### config.mk
export PLATFORM = sky130hd
export DESIGN_NAME = fix_checksum_top
export DESIGN_NICKNAME = d
export VERILOG_FILES = /design/src/rtl/fix_proto_pkg.sv /design/src/rtl/fix_engine_pkg.sv /design/src/rtl/fix_session_demux.sv /design/src/rtl/fix_checksum_lane.sv /design/src/rtl/fix_result_merge.sv /design/src/rtl/fix_checksum_top.sv
export VERILOG_INCLUDE_DIRS = /design/src /design/src/rtl
export SDC_FILE = /design/constraint.sdc
export NUM_CORES = 1
export LEC_CHECK = 0
export BUFFER_PORTS_ARGS = -buffer_cell sky130_fd_sc_hd__buf_2
export CORE_MARGIN = 8
export CORE_UTILIZATION = 40
export CTS_BUF_LIST = sky130_fd_sc_hd__clkbuf_8
export CTS_CLUSTER_DIAMETER = 40
export DETAILED_ROUTE_END_ITERATION = 12
export PLACE_DENSITY = 0.54
export SLEW_MARGIN = 10
export SYNTH_ARGS = -nofsm -noshare
export SYNTH_HDL_FRONTEND = slang
export SYNTH_SLANG_ARGS = --single-unit
### constraint.sdc
create_clock -name clk -period 5 [get_ports clk]
set_input_delay 1 -clock clk [delete_from_list [all_inputs] [get_ports clk]]
set_output_delay 1 -clock clk [all_outputs]
set_load 0.02 [all_outputs]
### src/rtl/fix_defines.svh
// size macros shared by the fix checksum engine.
// lane count, session id width and statistics counter width.

`ifndef FIX_DEFINES_SVH
`define FIX_DEFINES_SVH

// one checksum lane per trading session.
`define FIX_NUM_LANES 4

// session id carried next to every stream byte.
`define FIX_SID_W 2

// good and bad message counters, saturating.
`define FIX_CNT_W 16

// lane count and sid width must agree, 2**FIX_SID_W lanes.
// counters wide enough for long soak runs.

`endif

### src/rtl/fix_proto_pkg.sv
// fix protocol types and ascii constants.
// stream byte, three-digit checksum field, separator and tag characters.

package fix_proto_pkg;

	// one byte of the fix stream.
	typedef logic [7:0] fix_byte_t;

	// checksum field as three ascii digits, hundreds in the top byte.
	typedef logic [23:0] fix_ascii3_t;

	// field separator, ctrl-a.
	localparam fix_byte_t FIX_SOH = 8'h01;

	// characters of the "10=" trailer tag.
	localparam fix_byte_t FIX_CHAR_ONE = 8'h31; // '1'.
	localparam fix_byte_t FIX_CHAR_ZERO = 8'h30; // '0'.
	localparam fix_byte_t FIX_CHAR_EQ = 8'h3d; // '='.

	// base for binary to ascii digit conversion.
	localparam fix_byte_t FIX_CHAR_DIGIT0 = 8'h30;

	// digits after the tag are always three wide, zero padded.
	// e.g. sum 7 is sent as "007".

endpackage

### src/rtl/fix_engine_pkg.sv
// engine types for the checksum datapath.
// session id, statistics counter and lane parser states.

`include "fix_defines.svh"

package fix_engine_pkg;

	// session number, also the lane index.
	typedef logic [`FIX_SID_W-1:0] sid_t;

	// message statistics counter.
	typedef logic [`FIX_CNT_W-1:0] stat_cnt_t;

	// trailer parser states of a lane.
	typedef enum logic [2:0] {
		BODY   = 3'd0, // inside a field.
		SEP    = 3'd1, // last byte was soh.
		TAG1   = 3'd2, // soh then '1'.
		TAG0   = 3'd3, // soh then "10".
		DIGITS = 3'd4, // after "10=", collecting digits.
		DONE   = 3'd5  // trailer soh seen.
	} lane_state_e;

endpackage

### src/rtl/fix_session_demux.sv
// session demultiplexer for the interleaved fix stream.
// per-session open tracking, one-hot lane strobes and sequence errors.
`timescale 1ns/1ps

`include "fix_defines.svh"

module fix_session_demux
	import fix_proto_pkg::*;
	import fix_engine_pkg::*;
(
	input  logic                      clk,
	input  logic                      rst,
	input  fix_byte_t                 byte_i,
	input  logic                      byte_valid_i,
	input  logic                      sof_i,
	input  logic                      eof_i,
	input  sid_t                      sid_i,
	output fix_byte_t                 lane_byte_o,
	output logic [`FIX_NUM_LANES-1:0] lane_valid_o,
	output logic [`FIX_NUM_LANES-1:0] lane_sof_o,
	output logic [`FIX_NUM_LANES-1:0] lane_eof_o,
	output logic                      seq_err_o
);

	logic [`FIX_NUM_LANES-1:0] sid_hot; // decoded session.
	logic [`FIX_NUM_LANES-1:0] open_q; // message open per session.
	logic is_open, accept, orphan, restart;

	always_comb begin
		for (int i = 0; i < `FIX_NUM_LANES; i++) begin
			sid_hot[i] = (sid_i == sid_t'(i));
		end
		is_open = open_q[sid_i];
		accept = byte_valid_i && (sof_i || is_open); // sof always opens.
		orphan = byte_valid_i && !sof_i && !is_open; // byte with no message, dropped.
		restart = byte_valid_i && sof_i && is_open; // old message abandoned.
	end

	always_ff @(posedge clk) begin
		if (rst) begin
			open_q <= '0;
			lane_valid_o <= '0;
			lane_sof_o <= '0;
			lane_eof_o <= '0;
			seq_err_o <= 1'b0;
		end else begin
			if (accept && eof_i) open_q <= open_q & ~sid_hot; // eof wins over sof.
			else if (accept && sof_i) open_q <= open_q | sid_hot;
			lane_valid_o <= accept ? sid_hot : '0;
			lane_sof_o <= (accept && sof_i) ? sid_hot : '0;
			lane_eof_o <= (accept && eof_i) ? sid_hot : '0;
			seq_err_o <= orphan || restart;
		end
	end

	always_ff @(posedge clk) begin
		lane_byte_o <= byte_i; // broadcast, qualified by lane_valid_o.
	end

	// only one lane can be fed per cycle.
	a_lane_onehot: assert property (@(posedge clk) disable iff (rst)
		$onehot0(lane_valid_o));

endmodule

### src/rtl/fix_checksum_lane.sv
// per-session fix checksum lane.
// trailer parser, modulo-256 summer, ascii conversion and digit compare.
`timescale 1ns/1ps

module fix_checksum_lane
	import fix_proto_pkg::*;
	import fix_engine_pkg::*;
(
	input  logic        clk,
	input  logic        rst,
	input  fix_byte_t   byte_i,
	input  logic        valid_i,
	input  logic        sof_i,
	input  logic        eof_i,
	output logic        res_valid_o,
	output fix_byte_t   sum_o,
	output fix_ascii3_t calc_ascii_o,
	output fix_ascii3_t rcv_ascii_o,
	output logic        match_o,
	output logic        frame_err_o
);

	lane_state_e state_q, state_d;
	lane_state_e base_state; // state seen by this byte, body on sof.
	fix_byte_t sum_q; // running sum of the message.
	fix_byte_t soh_sum_q; // sum through the latest soh.
	fix_byte_t frz_sum_q; // sum frozen at the trailer '='.
	fix_byte_t base_sum;
	fix_byte_t new_sum;
	fix_ascii3_t rcv_q; // received trailer digits.
	logic [1:0] dcnt_q; // digits collected, 0..3.
	logic dbad_q; // non-digit or fourth digit seen.
	logic is_soh, is_digit, tag_eq, trailer_ok;

	// eof stage.
	logic s1_valid_q;
	logic s1_ok_q;
	fix_byte_t s1_sum_q;
	fix_ascii3_t s1_rcv_q;

	// conversion stage.
	fix_byte_t hund, tens, ones;
	fix_ascii3_t calc_ascii;

	always_comb begin
		is_soh = (byte_i == FIX_SOH);
		is_digit = (byte_i >= FIX_CHAR_DIGIT0) && (byte_i <= FIX_CHAR_DIGIT0 + 8'd9);
		base_state = sof_i ? BODY : state_q; // a new sof restarts parsing.
		base_sum = sof_i ? '0 : sum_q;
		new_sum = base_sum + byte_i; // wraps modulo 256.
		tag_eq = (base_state == TAG0) && (byte_i == FIX_CHAR_EQ);
		// eof byte must be the soh right after exactly three clean digits.
		trailer_ok = (base_state == DIGITS) && is_soh && (dcnt_q == 2'd3) && !dbad_q;
	end

	// trailer tag parser, soh '1' '0' '='.
	always_comb begin
		state_d = base_state;
		case (base_state)
			BODY: begin
				if (is_soh) state_d = SEP;
			end
			SEP, DONE: begin
				if (is_soh) state_d = SEP;
				else if (byte_i == FIX_CHAR_ONE) state_d = TAG1;
				else state_d = BODY;
			end
			TAG1: begin
				if (byte_i == FIX_CHAR_ZERO) state_d = TAG0;
				else state_d = is_soh ? SEP : BODY;
			end
			TAG0: begin
				if (byte_i == FIX_CHAR_EQ) state_d = DIGITS;
				else state_d = is_soh ? SEP : BODY;
			end
			DIGITS: begin
				if (is_soh) state_d = DONE; // trailer value ends.
			end
			default: state_d = BODY;
		endcase
	end

	always_ff @(posedge clk) begin
		if (rst) begin
			state_q <= BODY;
			dcnt_q <= 2'd0;
			dbad_q <= 1'b0;
		end else if (valid_i) begin
			state_q <= state_d;
			if (tag_eq) begin
				dcnt_q <= 2'd0; // fresh trailer value.
				dbad_q <= 1'b0;
			end else if (base_state == DIGITS && !is_soh) begin
				if (is_digit && dcnt_q != 2'd3) dcnt_q <= dcnt_q + 2'd1;
				else dbad_q <= 1'b1;
			end
		end
	end

	always_ff @(posedge clk) begin
		if (valid_i) begin
			sum_q <= new_sum;
			if (is_soh) soh_sum_q <= new_sum; // soh itself is in the sum.
			if (tag_eq) begin
				frz_sum_q <= soh_sum_q; // covers up to the soh before "10=".
				rcv_q <= '0;
			end else if (base_state == DIGITS && !is_soh && is_digit && dcnt_q != 2'd3) begin
				rcv_q <= {rcv_q[15:0], byte_i}; // shift in, first digit ends on top.
			end
		end
	end

	// eof stage, capture the frozen sum and the received field.
	always_ff @(posedge clk) begin
		if (rst) s1_valid_q <= 1'b0;
		else s1_valid_q <= valid_i && eof_i;
	end

	always_ff @(posedge clk) begin
		if (valid_i && eof_i) begin
			s1_sum_q <= frz_sum_q;
			s1_rcv_q <= rcv_q;
			s1_ok_q <= trailer_ok;
		end
	end

	// binary to three ascii digits.
	always_comb begin
		hund = s1_sum_q / 8'd100;
		tens = (s1_sum_q % 8'd100) / 8'd10;
		ones = s1_sum_q % 8'd10;
		calc_ascii = {fix_byte_t'(FIX_CHAR_DIGIT0 + hund),
			fix_byte_t'(FIX_CHAR_DIGIT0 + tens),
			fix_byte_t'(FIX_CHAR_DIGIT0 + ones)};
	end

	always_ff @(posedge clk) begin
		if (rst) res_valid_o <= 1'b0;
		else res_valid_o <= s1_valid_q;
	end

	always_ff @(posedge clk) begin
		if (s1_valid_q) begin
			sum_o <= s1_sum_q;
			calc_ascii_o <= calc_ascii;
			rcv_ascii_o <= s1_rcv_q;
			match_o <= s1_ok_q && (calc_ascii == s1_rcv_q); // no match on frame error.
			frame_err_o <= !s1_ok_q;
		end
	end

	// one result per message, never back to back.
	a_res_single: assert property (@(posedge clk) disable iff (rst)
		res_valid_o |=> !res_valid_o);

endmodule

### src/rtl/fix_result_merge.sv
// merge of lane results onto one output.
// lane select, session encode and saturating good and bad counters.
`timescale 1ns/1ps

`include "fix_defines.svh"

module fix_result_merge
	import fix_proto_pkg::*;
	import fix_engine_pkg::*;
(
	input  logic                         clk,
	input  logic                         rst,
	input  logic [`FIX_NUM_LANES-1:0]    lane_res_valid_i,
	input  logic [`FIX_NUM_LANES*8-1:0]  lane_sum_i,
	input  logic [`FIX_NUM_LANES*24-1:0] lane_calc_i,
	input  logic [`FIX_NUM_LANES*24-1:0] lane_rcv_i,
	input  logic [`FIX_NUM_LANES-1:0]    lane_match_i,
	input  logic [`FIX_NUM_LANES-1:0]    lane_ferr_i,
	output logic                         result_valid_o,
	output sid_t                         result_sid_o,
	output fix_byte_t                    checksum_o,
	output fix_ascii3_t                  checksum_ascii_o,
	output fix_ascii3_t                  rcv_ascii_o,
	output logic                         match_o,
	output logic                         frame_err_o,
	output stat_cnt_t                    good_cnt_o,
	output stat_cnt_t                    bad_cnt_o
);

	logic any_valid;
	sid_t sel_sid; // index of the finishing lane.
	fix_byte_t sel_sum;
	fix_ascii3_t sel_calc, sel_rcv;
	logic sel_match, sel_ferr;

	always_comb begin
		any_valid = |lane_res_valid_i;
		sel_sid = '0;
		sel_sum = '0;
		sel_calc = '0;
		sel_rcv = '0;
		sel_match = 1'b0;
		sel_ferr = 1'b0;
		for (int i = 0; i < `FIX_NUM_LANES; i++) begin
			if (lane_res_valid_i[i]) begin
				sel_sid = sid_t'(i); // lane index is the session.
				sel_sum = lane_sum_i[i*8 +: 8];
				sel_calc = lane_calc_i[i*24 +: 24];
				sel_rcv = lane_rcv_i[i*24 +: 24];
				sel_match = lane_match_i[i];
				sel_ferr = lane_ferr_i[i];
			end
		end
	end

	always_ff @(posedge clk) begin
		if (rst) begin
			result_valid_o <= 1'b0;
			good_cnt_o <= '0;
			bad_cnt_o <= '0;
		end else begin
			result_valid_o <= any_valid;
			if (any_valid) begin
				if (sel_match) begin
					if (good_cnt_o != '1) good_cnt_o <= good_cnt_o + 1'b1; // hold at max.
				end else begin
					if (bad_cnt_o != '1) bad_cnt_o <= bad_cnt_o + 1'b1; // mismatch or frame error.
				end
			end
		end
	end

	always_ff @(posedge clk) begin
		if (any_valid) begin
			result_sid_o <= sel_sid;
			checksum_o <= sel_sum;
			checksum_ascii_o <= sel_calc;
			rcv_ascii_o <= sel_rcv;
			match_o <= sel_match;
			frame_err_o <= sel_ferr;
		end
	end

	// single byte per cycle and fixed latency keep lanes apart.
	a_one_lane: assert property (@(posedge clk) disable iff (rst)
		$onehot0(lane_res_valid_i));

endmodule

### src/rtl/fix_checksum_top.sv
// top level of the fix checksum engine.
// session demux, generated checksum lanes and result merge.
`timescale 1ns/1ps

`include "fix_defines.svh"

module fix_checksum_top
	import fix_proto_pkg::*;
	import fix_engine_pkg::*;
(
	input  logic        clk,
	input  logic        rst,
	input  fix_byte_t   byte_i,
	input  logic        byte_valid_i,
	input  logic        sof_i,
	input  logic        eof_i,
	input  sid_t        sid_i,
	output logic        result_valid_o,
	output sid_t        result_sid_o,
	output fix_byte_t   checksum_o,
	output fix_ascii3_t checksum_ascii_o,
	output fix_ascii3_t rcv_ascii_o,
	output logic        match_o,
	output logic        frame_err_o,
	output stat_cnt_t   good_cnt_o,
	output stat_cnt_t   bad_cnt_o,
	output logic        seq_err_o
);

	fix_byte_t lane_byte; // shared registered byte.
	logic [`FIX_NUM_LANES-1:0] lane_valid, lane_sof, lane_eof;
	logic [`FIX_NUM_LANES-1:0] lane_res_valid, lane_match, lane_ferr;
	logic [`FIX_NUM_LANES*8-1:0] lane_sum; // 8 bits per lane.
	logic [`FIX_NUM_LANES*24-1:0] lane_calc, lane_rcv; // 24 bits per lane.

	fix_session_demux u_demux (
		.clk          (clk),
		.rst          (rst),
		.byte_i       (byte_i),
		.byte_valid_i (byte_valid_i),
		.sof_i        (sof_i),
		.eof_i        (eof_i),
		.sid_i        (sid_i),
		.lane_byte_o  (lane_byte),
		.lane_valid_o (lane_valid),
		.lane_sof_o   (lane_sof),
		.lane_eof_o   (lane_eof),
		.seq_err_o    (seq_err_o)
	);

	for (genvar g = 0; g < `FIX_NUM_LANES; g++) begin : g_lane
		fix_checksum_lane u_lane (
			.clk          (clk),
			.rst          (rst),
			.byte_i       (lane_byte),
			.valid_i      (lane_valid[g]),
			.sof_i        (lane_sof[g]),
			.eof_i        (lane_eof[g]),
			.res_valid_o  (lane_res_valid[g]),
			.sum_o        (lane_sum[g*8 +: 8]),
			.calc_ascii_o (lane_calc[g*24 +: 24]),
			.rcv_ascii_o  (lane_rcv[g*24 +: 24]),
			.match_o      (lane_match[g]),
			.frame_err_o  (lane_ferr[g])
		);
	end

	fix_result_merge u_merge (
		.clk              (clk),
		.rst              (rst),
		.lane_res_valid_i (lane_res_valid),
		.lane_sum_i       (lane_sum),
		.lane_calc_i      (lane_calc),
		.lane_rcv_i       (lane_rcv),
		.lane_match_i     (lane_match),
		.lane_ferr_i      (lane_ferr),
		.result_valid_o   (result_valid_o),
		.result_sid_o     (result_sid_o),
		.checksum_o       (checksum_o),
		.checksum_ascii_o (checksum_ascii_o),
		.rcv_ascii_o      (rcv_ascii_o),
		.match_o          (match_o),
		.frame_err_o      (frame_err_o),
		.good_cnt_o       (good_cnt_o),
		.bad_cnt_o        (bad_cnt_o)
	);

endmodule

; ---- Yosys cells after proc, flatten, opt, wreduce, memory -nomap -nowiden
; Index checks and enable logic that the tools add are counted.
[classes]
n_addsub = 22
mul = 0
div = 16
order_cmp = 3
n_eq_ne = 45
shifts = 0
mux = 79
bitwise = 7
n_reduce_logical = 110
[op_table]
columns = cell, count
row1 = 24-bit 2-to-1 mux, 12
row2 = "6-bit by 8-bit adder with 8-bit output, first input constant", 12
row3 = 24-bit == test, 4
row4 = 8-bit 2-to-1 mux, 8
row5 = 3-bit case mux with 5 select lines, 4
row6 = 1-bit logical AND, 48
row7 = 3-bit 2-to-1 mux, 14
row8 = "16-bit by 1-bit adder with 16-bit output, second input constant", 2
row9 = 8-bit adder, 4
row10 = "8-bit by 4-bit divider with 8-bit output, second input constant", 4
row11 = "8-bit by 7-bit divider with 8-bit output, second input constant", 4
row12 = "8-bit by 4-bit modulo with 8-bit output, second input constant", 4
row13 = "8-bit by 7-bit modulo with 8-bit output, second input constant", 4
row14 = "16-bit inequality test, second input constant", 2
row15 = 3-bit AND reduction, 10
row16 = 2-bit 2-to-1 mux, 14
row17 = 2-bit nonzero test, 13
row18 = "3-bit by 2-bit == test with 1-bit output, second input constant", 8
row19 = "3-bit == test, second input constant", 8
row20 = "8-bit by 6-bit == test with 1-bit output, second input constant", 3
row21 = 1-bit 2-to-1 mux, 24
row22 = 2-bit AND reduction, 12
row23 = 2-bit OR reduction, 8
row24 = "2-bit == test, second input constant", 6
row25 = 20 further kinds, 50
[word_totals]
reg_bits = 706
latchBits = 0
ramBits = 0
mem_bits_ro = 0
in_bits = 15
output_inout_bits = 94
wordCells = 366
n_memories = 0

; ---- Logic depth before layout (Yosys ltp)
; Gate-level depths: netlist of run 1.
[logic_depth]
ltp_word = 7
depth_mapped = 26
depth_no_buf = 24

; ---- By module
; From an unflattened synthesis of run 1, not the netlist that was laid out.
[hier_totals]
cells_unflattened = 2405
area_unflattened_um2 = 30534.3
[modules_own_cells]
columns = module, instances, cells_per_inst, area_per_inst_um2, seq_area_each_um2
row1 = fix_checksum_lane at g_lane[0].u_lane ..., 3, 453, 6153.4, 4063.9
row2 = fix_checksum_lane at g_lane[3].u_lane, 1, 442, 6104.6, 4063.9
row3 = fix_result_merge, 1, 527, 5123.7, 2462.4
row4 = fix_session_demux, 1, 77, 845.8, 500.5

; ---- Least setup slack after synthesis of run 1
; OpenSTA, ideal clock, no wires.
[synth_path]
path_kind = reg-to-reg
startpoint = reg g_lane[0].u_lane.s1_sum_q[3]
endpoint = reg g_lane[0].u_lane.match_o (data pin)
setup_time_ns = 0.176
t_arrival_ns = 5.185
t_required_ns = 4.824
path_slack_ns = -0.361
stages_incl_launch_ff = 26
n_path_buf = 3
cell_sequence = edfxtp_1 > clkbuf_1 > inv_1 > clkbuf_1 > ha_1 > nor2b_1 > a211o_1 > mux2_2 > clkbuf_1 > nor3_1 > o211a_1 > a221oi_1 > ha_1 > o21a_1 > o21ai_0 > a21oi_1 > a21oi_1 > mux2i_1 > ha_1 > xnor2_1 > nor3_1 > nand4_1 > or4_1 > nor4_1 > nand3_1 > nor4_1
[synth_between]
elab_chain_cells = 5
elab_cells_between_ends = 9
[synth_rtl]
columns = element, line_no
row1 = start: declaration, fix_checksum_lane.sv:38  ; fix_byte_t s1_sum_q;
row2 = start signal: assignment, fix_checksum_lane.sv:121  ; s1_sum_q <= frz_sum_q;
row3 = 8-bit by 7-bit modulo with 8-bit output, fix_checksum_lane.sv:130  ; tens = (s1_sum_q % 8'd100) / 8'd10;
row4 = 8-bit by 4-bit divider with 8-bit output, fix_checksum_lane.sv:130
row5 = 6-bit by 8-bit adder with 8-bit output, fix_checksum_lane.sv:133  ; fix_byte_t'(FIX_CHAR_DIGIT0 + tens),
row6 = 24-bit == test (*), fix_checksum_lane.sv:147  ; match_o <= s1_ok_q && (calc_ascii == s1_rcv_q);
row7 = 1-bit logical AND (*), fix_checksum_lane.sv:147
row8 = end signal: assignment, fix_checksum_lane.sv:147
row9 = end: declaration, fix_checksum_lane.sv:19  ; output logic match_o,
; Mark *: on every way between the ends. The rest lies on a longest branch, timed or not.
; A chain may end at the register's enable or synchronous reset.

; ---- Final worst setup path of run 1
[layout_path]
startpoint = reg g_lane[1].u_lane.s1_sum_q[4]
endpoint = reg g_lane[1].u_lane.match_o (data pin)
[layout_between]
elab_chain_cells = 5
elab_cells_between_ends = 9
[layout_rtl]
columns = element, line_no
row1 = start: declaration, fix_checksum_lane.sv:38
row2 = start signal: assignment, fix_checksum_lane.sv:121
row3 = 8-bit by 7-bit modulo with 8-bit output, fix_checksum_lane.sv:130
row4 = 8-bit by 4-bit divider with 8-bit output, fix_checksum_lane.sv:130
row5 = 6-bit by 8-bit adder with 8-bit output, fix_checksum_lane.sv:133
row6 = 24-bit == test (*), fix_checksum_lane.sv:147
row7 = 1-bit logical AND (*), fix_checksum_lane.sv:147
row8 = end signal: assignment, fix_checksum_lane.sv:147
row9 = end: declaration, fix_checksum_lane.sv:19
; Marks and branches as above.

==> results of run 1 <==
[path summary, 6_finish.rpt]
kind                                         to  slack, ns  depth (start not counted)
hold / removal           u_demux.lane_byte_o[4]       0.40                          1
setup reg to reg       g_lane[1].u_lane.match_o       0.14                         24
hold reg to reg   g_lane[3].u_lane.s1_rcv_q[16]       0.41                          0
setup / recovery       g_lane[1].u_lane.match_o       0.14                         24
[cells by family after synthesis]
kind of cell,share of synthesized area [%]
xor+xnor,3.80
buf+inv,3.20
fa+ha+maj,2.65
compound gates,14.0
flops,62.7
other cells,0.0248
mux,0.947
simple gates,12.7
[flip-flops by register name (all words and copies together) (netlist names), 7 cells and up, named ones only]
register / count
g_lane.u_lane.sum_o: 28
u_merge.good_cnt_o: 16
g_lane.u_lane.s1_sum_q: 32
g_lane.u_lane.rcv_ascii_o: 96
g_lane.u_lane.sum_q: 32
g_lane.u_lane.s1_rcv_q: 96
g_lane.u_lane.dcnt_q: 8
g_lane.u_lane.calc_ascii_o: 64
g_lane.u_lane.rcv_q: 96
g_lane.u_lane.state_q: 12
g_lane.u_lane.soh_sum_q: 32
g_lane.u_lane.frz_sum_q: 32
u_demux.lane_byte_o: 8
u_merge.bad_cnt_o: 16
u_merge.checksum_ascii_o: 17
u_merge.checksum_o: 7
u_merge.rcv_ascii_o: 24
[routing by layer]
metal	global-route usage (%)	up-vias
met4	5.58	0
met1	26.6	10100
li1	-	9651
met5	0	-
met3	3.38	152
met2	28.3	774
[worst max-delay path, delay by kind of cell (launching register included)]
kind,cells,cell delay [ns]
AOI/OAI and AO/OA,12,1.93
and+or+nand+nor,5,1.00
adders and majority gates,3,0.63
DFF,1,0.41
xor gates and xnor gates,2,0.37
buffers and inverters,2,0.32
[area by class of cell]
type,count,area [um^2]
Fill cell,6760,40800
Sequential cell,662,19000
Multi-Input combinational cell,1583,10600
Clock buffer,116,1600
Timing Repair Buffer,215,1370
Tap cell,978,1220
Clock inverter,86,548
Inverter,85,319
Antenna cell,2,5.00
[repair_timing]
| action | in CTS | in global routing |
|---|---|---|
| resized for setup | 0 | 49 |
| endpoints found under the setup margin | 1 | 3 |
| pin swaps | 1 | 26 |
| cloned | 0 | 1 |
| buffers inserted | 2 | 12 |
[report_power, final]
group | leakage [uW] | total [uW] | internal, uW | switching [uW]
clock network | 0.00118 | 4630 | 2470 | 2160
registers | 0.00590 | 5970 | 5950 | 17.1
logic | 0.00513 | 176 | 65.2 | 111
total | 0.0122 | 10800 | 8480 | 2290
[stage by stage]
step / hold slack [ns] / total power [uW]
2_1_floorplan: 0.400 / 6200
3_3_place_gp: 0.401 / 6250
3_5_place_dp: 0.405 / 6260
4_1_cts: 0.337 / 10900
5_1_grt: 0.351 / 11100
6_report: 0.395 / 10800
[placed cells by master, fill, tap and decap left out, types with 16 or more instances in the layout]
cell	n
edfxtp_1	572
o21ai_0	175
nor2_1	167
nand2_1	146
nor2b_1	136
a21oi_1	123
clkbuf_8	116
buf_4	108
buf_2	103
inv_1	102
dfxtp_1	83
xnor2_1	77
a221o_1	54
nor3_1	52
ha_1	50
xor2_1	47
nand3_1	39
clkinv_1	30
nand2b_1	29
mux2i_1	23
nand4_1	22
a211oi_1	21
a21o_1	21
o211ai_1	20
or3_1	17
o22ai_1	17
and2_1	16
==> metrics.txt, run 1 <==
synthesis-stage register bit count=662; Cell Area, Synth=30300 um^2; Worst Path Required=5.50 ns; worst path arrival time=5.36 ns; Post-synth EDFFs=572; top post-synthesis cells by count=edfxtp_1, o21ai_0, nor2_1, nand2_1, nor2b_1; Top Ports=109; die area=84700 um^2; Final nets=2732; post-route ant nets=0; Max Clock Freq=206 MHz; TritonRoute pass-1 iters=5; dpl ws=0.0235 ns; Inst Count DP=3508; Worst setup EP type=flop; CTS Buf Count=109; top_reg_cell synth=edfxtp_1; non-filler cells, final=3727; post-synthesis area per instance=12.2 um^2; Setup TNS Final=0 ns; final setup fails=0; Crit Path Class=flop to flop; CTS Sinks=662; RSZ-0062 raised after global routing=yes; Slew HR=15.1%; first-pass GRT wire length=123 mm; Core Rows=101; share of the synthesized area in the top cell type=56.8%; period utilization=97.1%; MaxCap Viol Count=0; share of cells above drive strength 1=16.3%; later-pin clock latency in the skew report=0.71 ns; CP max stage cell=edfxtp_1; Hold Fails Final Rpt=0; DR top layer=met4; crit path launch=g_lane[1].u_lane.s1_sum_q[4]; crit path time final=4.86 ns; Post-Synthesis Cells=2474; port buffer count=103; DRT Wirelength=81.6 mm; Final HPWL DP=57.8 mm; startpoint types=flop; Die Y=291 um; Final Core Density=45.9%; GP Congestion=0.848; initial core utilization=40.1%; global route overflow=0; Hold Path Class=input pin to flop; vias in the first global route=20100; most common cell in the synthesized netlist=edfxtp_1; Synth async-reset ratio=0%; core area=75400 um^2; Synthesis Warnings=0; worst-margin pin slew=1.27 ns; met2 routed WL=36.3 mm; CTS root buffer=clkbuf_8; Area Overhead vs Synth=14.4%; Total GRT Usage=18.5%; synth unique cells=109; wire length on met1=38.1 mm; clk_skew=0.0237 ns; WL/cell=21.9 um; initial antenna violation count=3; pwr dens=311 nW/um^2; CTS tree=yes; DRT iter0 DRCs=1824; Worst-path clk slew=0.06 ns; largest area contributor in the netlist=edfxtp_1; clk buf depth=3; H-tree Lvls=3; hold_buf cts=0; Die W=291 um; Crit path largest cell delay=0.41 ns; R2R Path Start=g_lane[1].u_lane.s1_sum_q[4]; Worst Min Path Start=byte_i[4]; worst-path cell chain=buf_6 > ha_2 > or2_4 > o211ai_1 > a31oi_2 > buf_4 > a311oi_4 > a21oi_1 > o22ai_1 > a21oi_2 > ha_2 > a211oi_2 > a21o_1 > a221oi_2 > a21oi_1 > xor2_1 > nand2b_1 > ha_4 > xnor2_1 > nor4_2 > nand3_1 > nor3_2 > o2111ai_2 > a2111oi_2; leading post-synthesis cells by cell area=edfxtp_1, dfxtp_1, o21ai_0; pin count of the biggest net entering global routing=71; sequential cell area fraction in the yosys report=62.7%; Leakage Power=0.0122 uW; Post-route DRC=0; vias post-DR=20700; final setup margin=0.143 ns; fin area=34600 um^2; status=finished clean; Final Max Slew Viols=0; Max VDD drop=0.184 mV; drt via density=5.54; worst-path maximum fanout=6; Placed Area=32200 um^2; routed wl met3=4.87 mm
Note: power is estimated with default switching activity, not from simulation.
==> run 2, diff against run 1 <==
--- a/config.mk
+++ b/config.mk
@@ -7,7 +7,6 @@
 export NUM_CORES = 1
 export LEC_CHECK = 0
 export BUFFER_PORTS_ARGS = -buffer_cell sky130_fd_sc_hd__buf_2
-export CORE_MARGIN = 8
 export CORE_UTILIZATION = 40
 export CTS_BUF_LIST = sky130_fd_sc_hd__clkbuf_8
 export CTS_CLUSTER_DIAMETER = 40
==> run 2 against run 1 <==
Compared with the run above:
- first-iteration DRC count rose by 4.1%
- register-to-register slack worse by 0.05 ns
- non-clock buffer count grew 6
- via count rose by 0.23%
- sequential cell count unchanged
- critical path type unchanged
- largest power group unchanged
==> metrics.txt, run 2 (synthesis results as in run 1) <==
DRT Wirelength=80.8 mm; core area=74700 um^2; Top Ports=109; worst-margin pin slew=1.21 ns; RSZ-0062 raised after global routing=yes; WHS Path Cells=1; share of cells above drive strength 1=17.2%; TritonRoute pass-1 iters=5; R2R Path Start=g_lane[1].u_lane.s1_sum_q[4]; Worst Min Path Start=byte_i[1]; clk_skew=0.0305 ns; Final HPWL DP=57.1 mm; final setup fails=0; vias in the first global route=19700; GP Congestion=0.890; WL/cell=21.6 um; non-filler cells, final=3739; Worst setup EP type=flop; drt via density=5.54; CTS Sinks=662; Final Max Slew Viols=0; post-route ant nets=0; Hold Fails Final Rpt=0; MaxCap Viol Count=0; global route overflow=0; Sw Ratio=21.1%; Core Rows=100; status=finished clean; Int Power=8770 uW; initial antenna violation count=4; Total GRT Usage=20.7%; worst hold endpoint=u_demux.lane_byte_o[1]; initial core utilization=40.5%; commonest non-fill, non-tap cell in the layout=edfxtp_1; pwr dens=318 nW/um^2; Leakage Power=0.0124 uW; Inst Count DP=3501; H-tree Lvls=3; crit path time final=4.90 ns; Final nets=2745; Worst Path Required=5.50 ns; Die W=277 um; clock share of power=44.7%; commonest cells after routing, fill and taps aside=edfxtp_1, o21ai_0, nor2_1; pin count of the biggest net entering global routing=70; Die Y=277 um; logic gate share of total power=1.6%; Area Overhead vs Synth=15.5%; vias post-DR=20700; worst path arrival time=5.40 ns; CTS Buf Count=116; clk buf depth=3; die area=76800 um^2; Max Clock Freq=204 MHz; first-pass GRT wire length=122 mm; period utilization=98.1%; Reg2Reg Depth=24; CTS root buffer=clkbuf_8; Hold Path Class=input pin to flop; Largest regs=g_lane.u_lane.rcv_ascii_o (96), g_lane.u_lane.rcv_q (96), g_lane.u_lane.s1_rcv_q (96); worst-path maximum fanout=6; Slew HR=18.9%; startpoint types=flop; Post-route DRC=0; Crit Path Class=flop to flop; port buffer count=103; Max VDD drop=0.212 mV; register share of total power=53.7%; Worst-path clk slew=0.06 ns; DRT iter0 DRCs=1898; P_sw=2350 uW; reg-to-reg slack, setup=0.1 ns; Min Hold Slack=0.393 ns; CTS tree=yes; later-pin clock latency in the skew report=0.73 ns; Reg-to-Reg End=g_lane[1].u_lane.match_o
run 2: cell count changes in the layout (fill, tap and decap cells not counted), sizes merged:
cell,change
inv,+10
buf,+7
clkbuf,+6
clkinvlp,-5
bufinv,+3
clkdlybuf4s15,-1
clkinv,+1
run 2: worst max-delay path, stage by stage (launching register included):
cell	delay, ns
edfxtp_1	0.42
buf_8	0.16
ha_4	0.15
or2_4	0.28
o211ai_1	0.26
a31oi_2	0.14
buf_4	0.17
a311oi_4	0.24
a21oi_1	0.10
o22ai_1	0.21
a21oi_2	0.07
ha_2	0.21
a211oi_2	0.23
a21o_1	0.12
a221oi_2	0.05
a21oi_1	0.17
xor2_1	0.18
nand2b_1	0.12
ha_4	0.27
xnor2_2	0.13
nor4_2	0.28
nand3_1	0.13
nor3_2	0.13
o2111ai_2	0.13
a2111oi_2	0.33
run 2: cell type report:
type | count | area, um^2
Multi-Input combinational cell | 1583 | 10700
Fill cell | 6664 | 39700
Tap cell | 969 | 1210
Antenna cell | 2 | 5.00
Sequential cell | 662 | 19000
Inverter | 85 | 322
Clock inverter | 95 | 683
Timing Repair Buffer | 221 | 1420
Clock buffer | 122 | 1680
run 2: repair_timing:
action / 4_1_cts / 5_1_grt
hold buffers: 0 / 0
setup endpoints to repair: 2 / 3
pin swaps: 0 / 36
setup buffers: 0 / 19
resized for setup: 3 / 62
run 2: worst max-delay path by stage:
| stage | start | slack, ns | cells after the start | end |
|---|---|---|---|---|
| 2_1_floorplan | g_lane[0].u_lane.s1_sum_q[3] | 0.06 | 25 | g_lane[0].u_lane.match_o |
| 3_3_place_gp | g_lane[0].u_lane.s1_sum_q[3] | 0.11 | 22 | g_lane[0].u_lane.match_o |
| 3_5_place_dp | g_lane[1].u_lane.s1_sum_q[3] | -0.01 | 24 | g_lane[1].u_lane.match_o |
| 4_1_cts | g_lane[0].u_lane.s1_sum_q[3] | 0.03 | 21 | g_lane[0].u_lane.match_o |
| 5_1_grt | g_lane[1].u_lane.s1_sum_q[3] | -0.26 | 24 | g_lane[1].u_lane.match_o |
| 6_report | g_lane[1].u_lane.s1_sum_q[4] | 0.1 | 24 | g_lane[1].u_lane.match_o |
run 2: metrics by stage:
stage          setup TNS [ns]  setup slack [ns]  util [%]  power [uW]  area (um^2)
2_1_floorplan               0            0.0559         -        6200        30300
3_3_place_gp                0             0.106      43.1        6260        32200
3_5_place_dp          -0.0112           -0.0112      43.1        6260        32200
4_1_cts                     0            0.0274      46.2       11200        34500
5_1_grt                -0.313            -0.256      46.8       11500        35000
6_report                    0            0.0957      46.8       11100        35000
run 2: power groups by stage:
| stage | clock network [uW] | logic [uW] | registers, uW |
|---|---|---|---|
| after global placement | 0 | 173 | 6080 |
| after global routing | 5330 | 199 | 5970 |
| final | 4970 | 177 | 5970 |
| after detailed placement | 0 | 178 | 6080 |
| after floorplan | 0 | 122 | 6080 |
| after CTS | 5080 | 179 | 5970 |
run 2: layer usage:
layer	vias to the layer above	part of all wire (%)	track usage, %
li1	9689	-	-
met1	10100	47	30.2
met2	754	45	32.1
met3	126	5.8	3.26
met4	2	2.1	5.33
met5	-	0.011	0
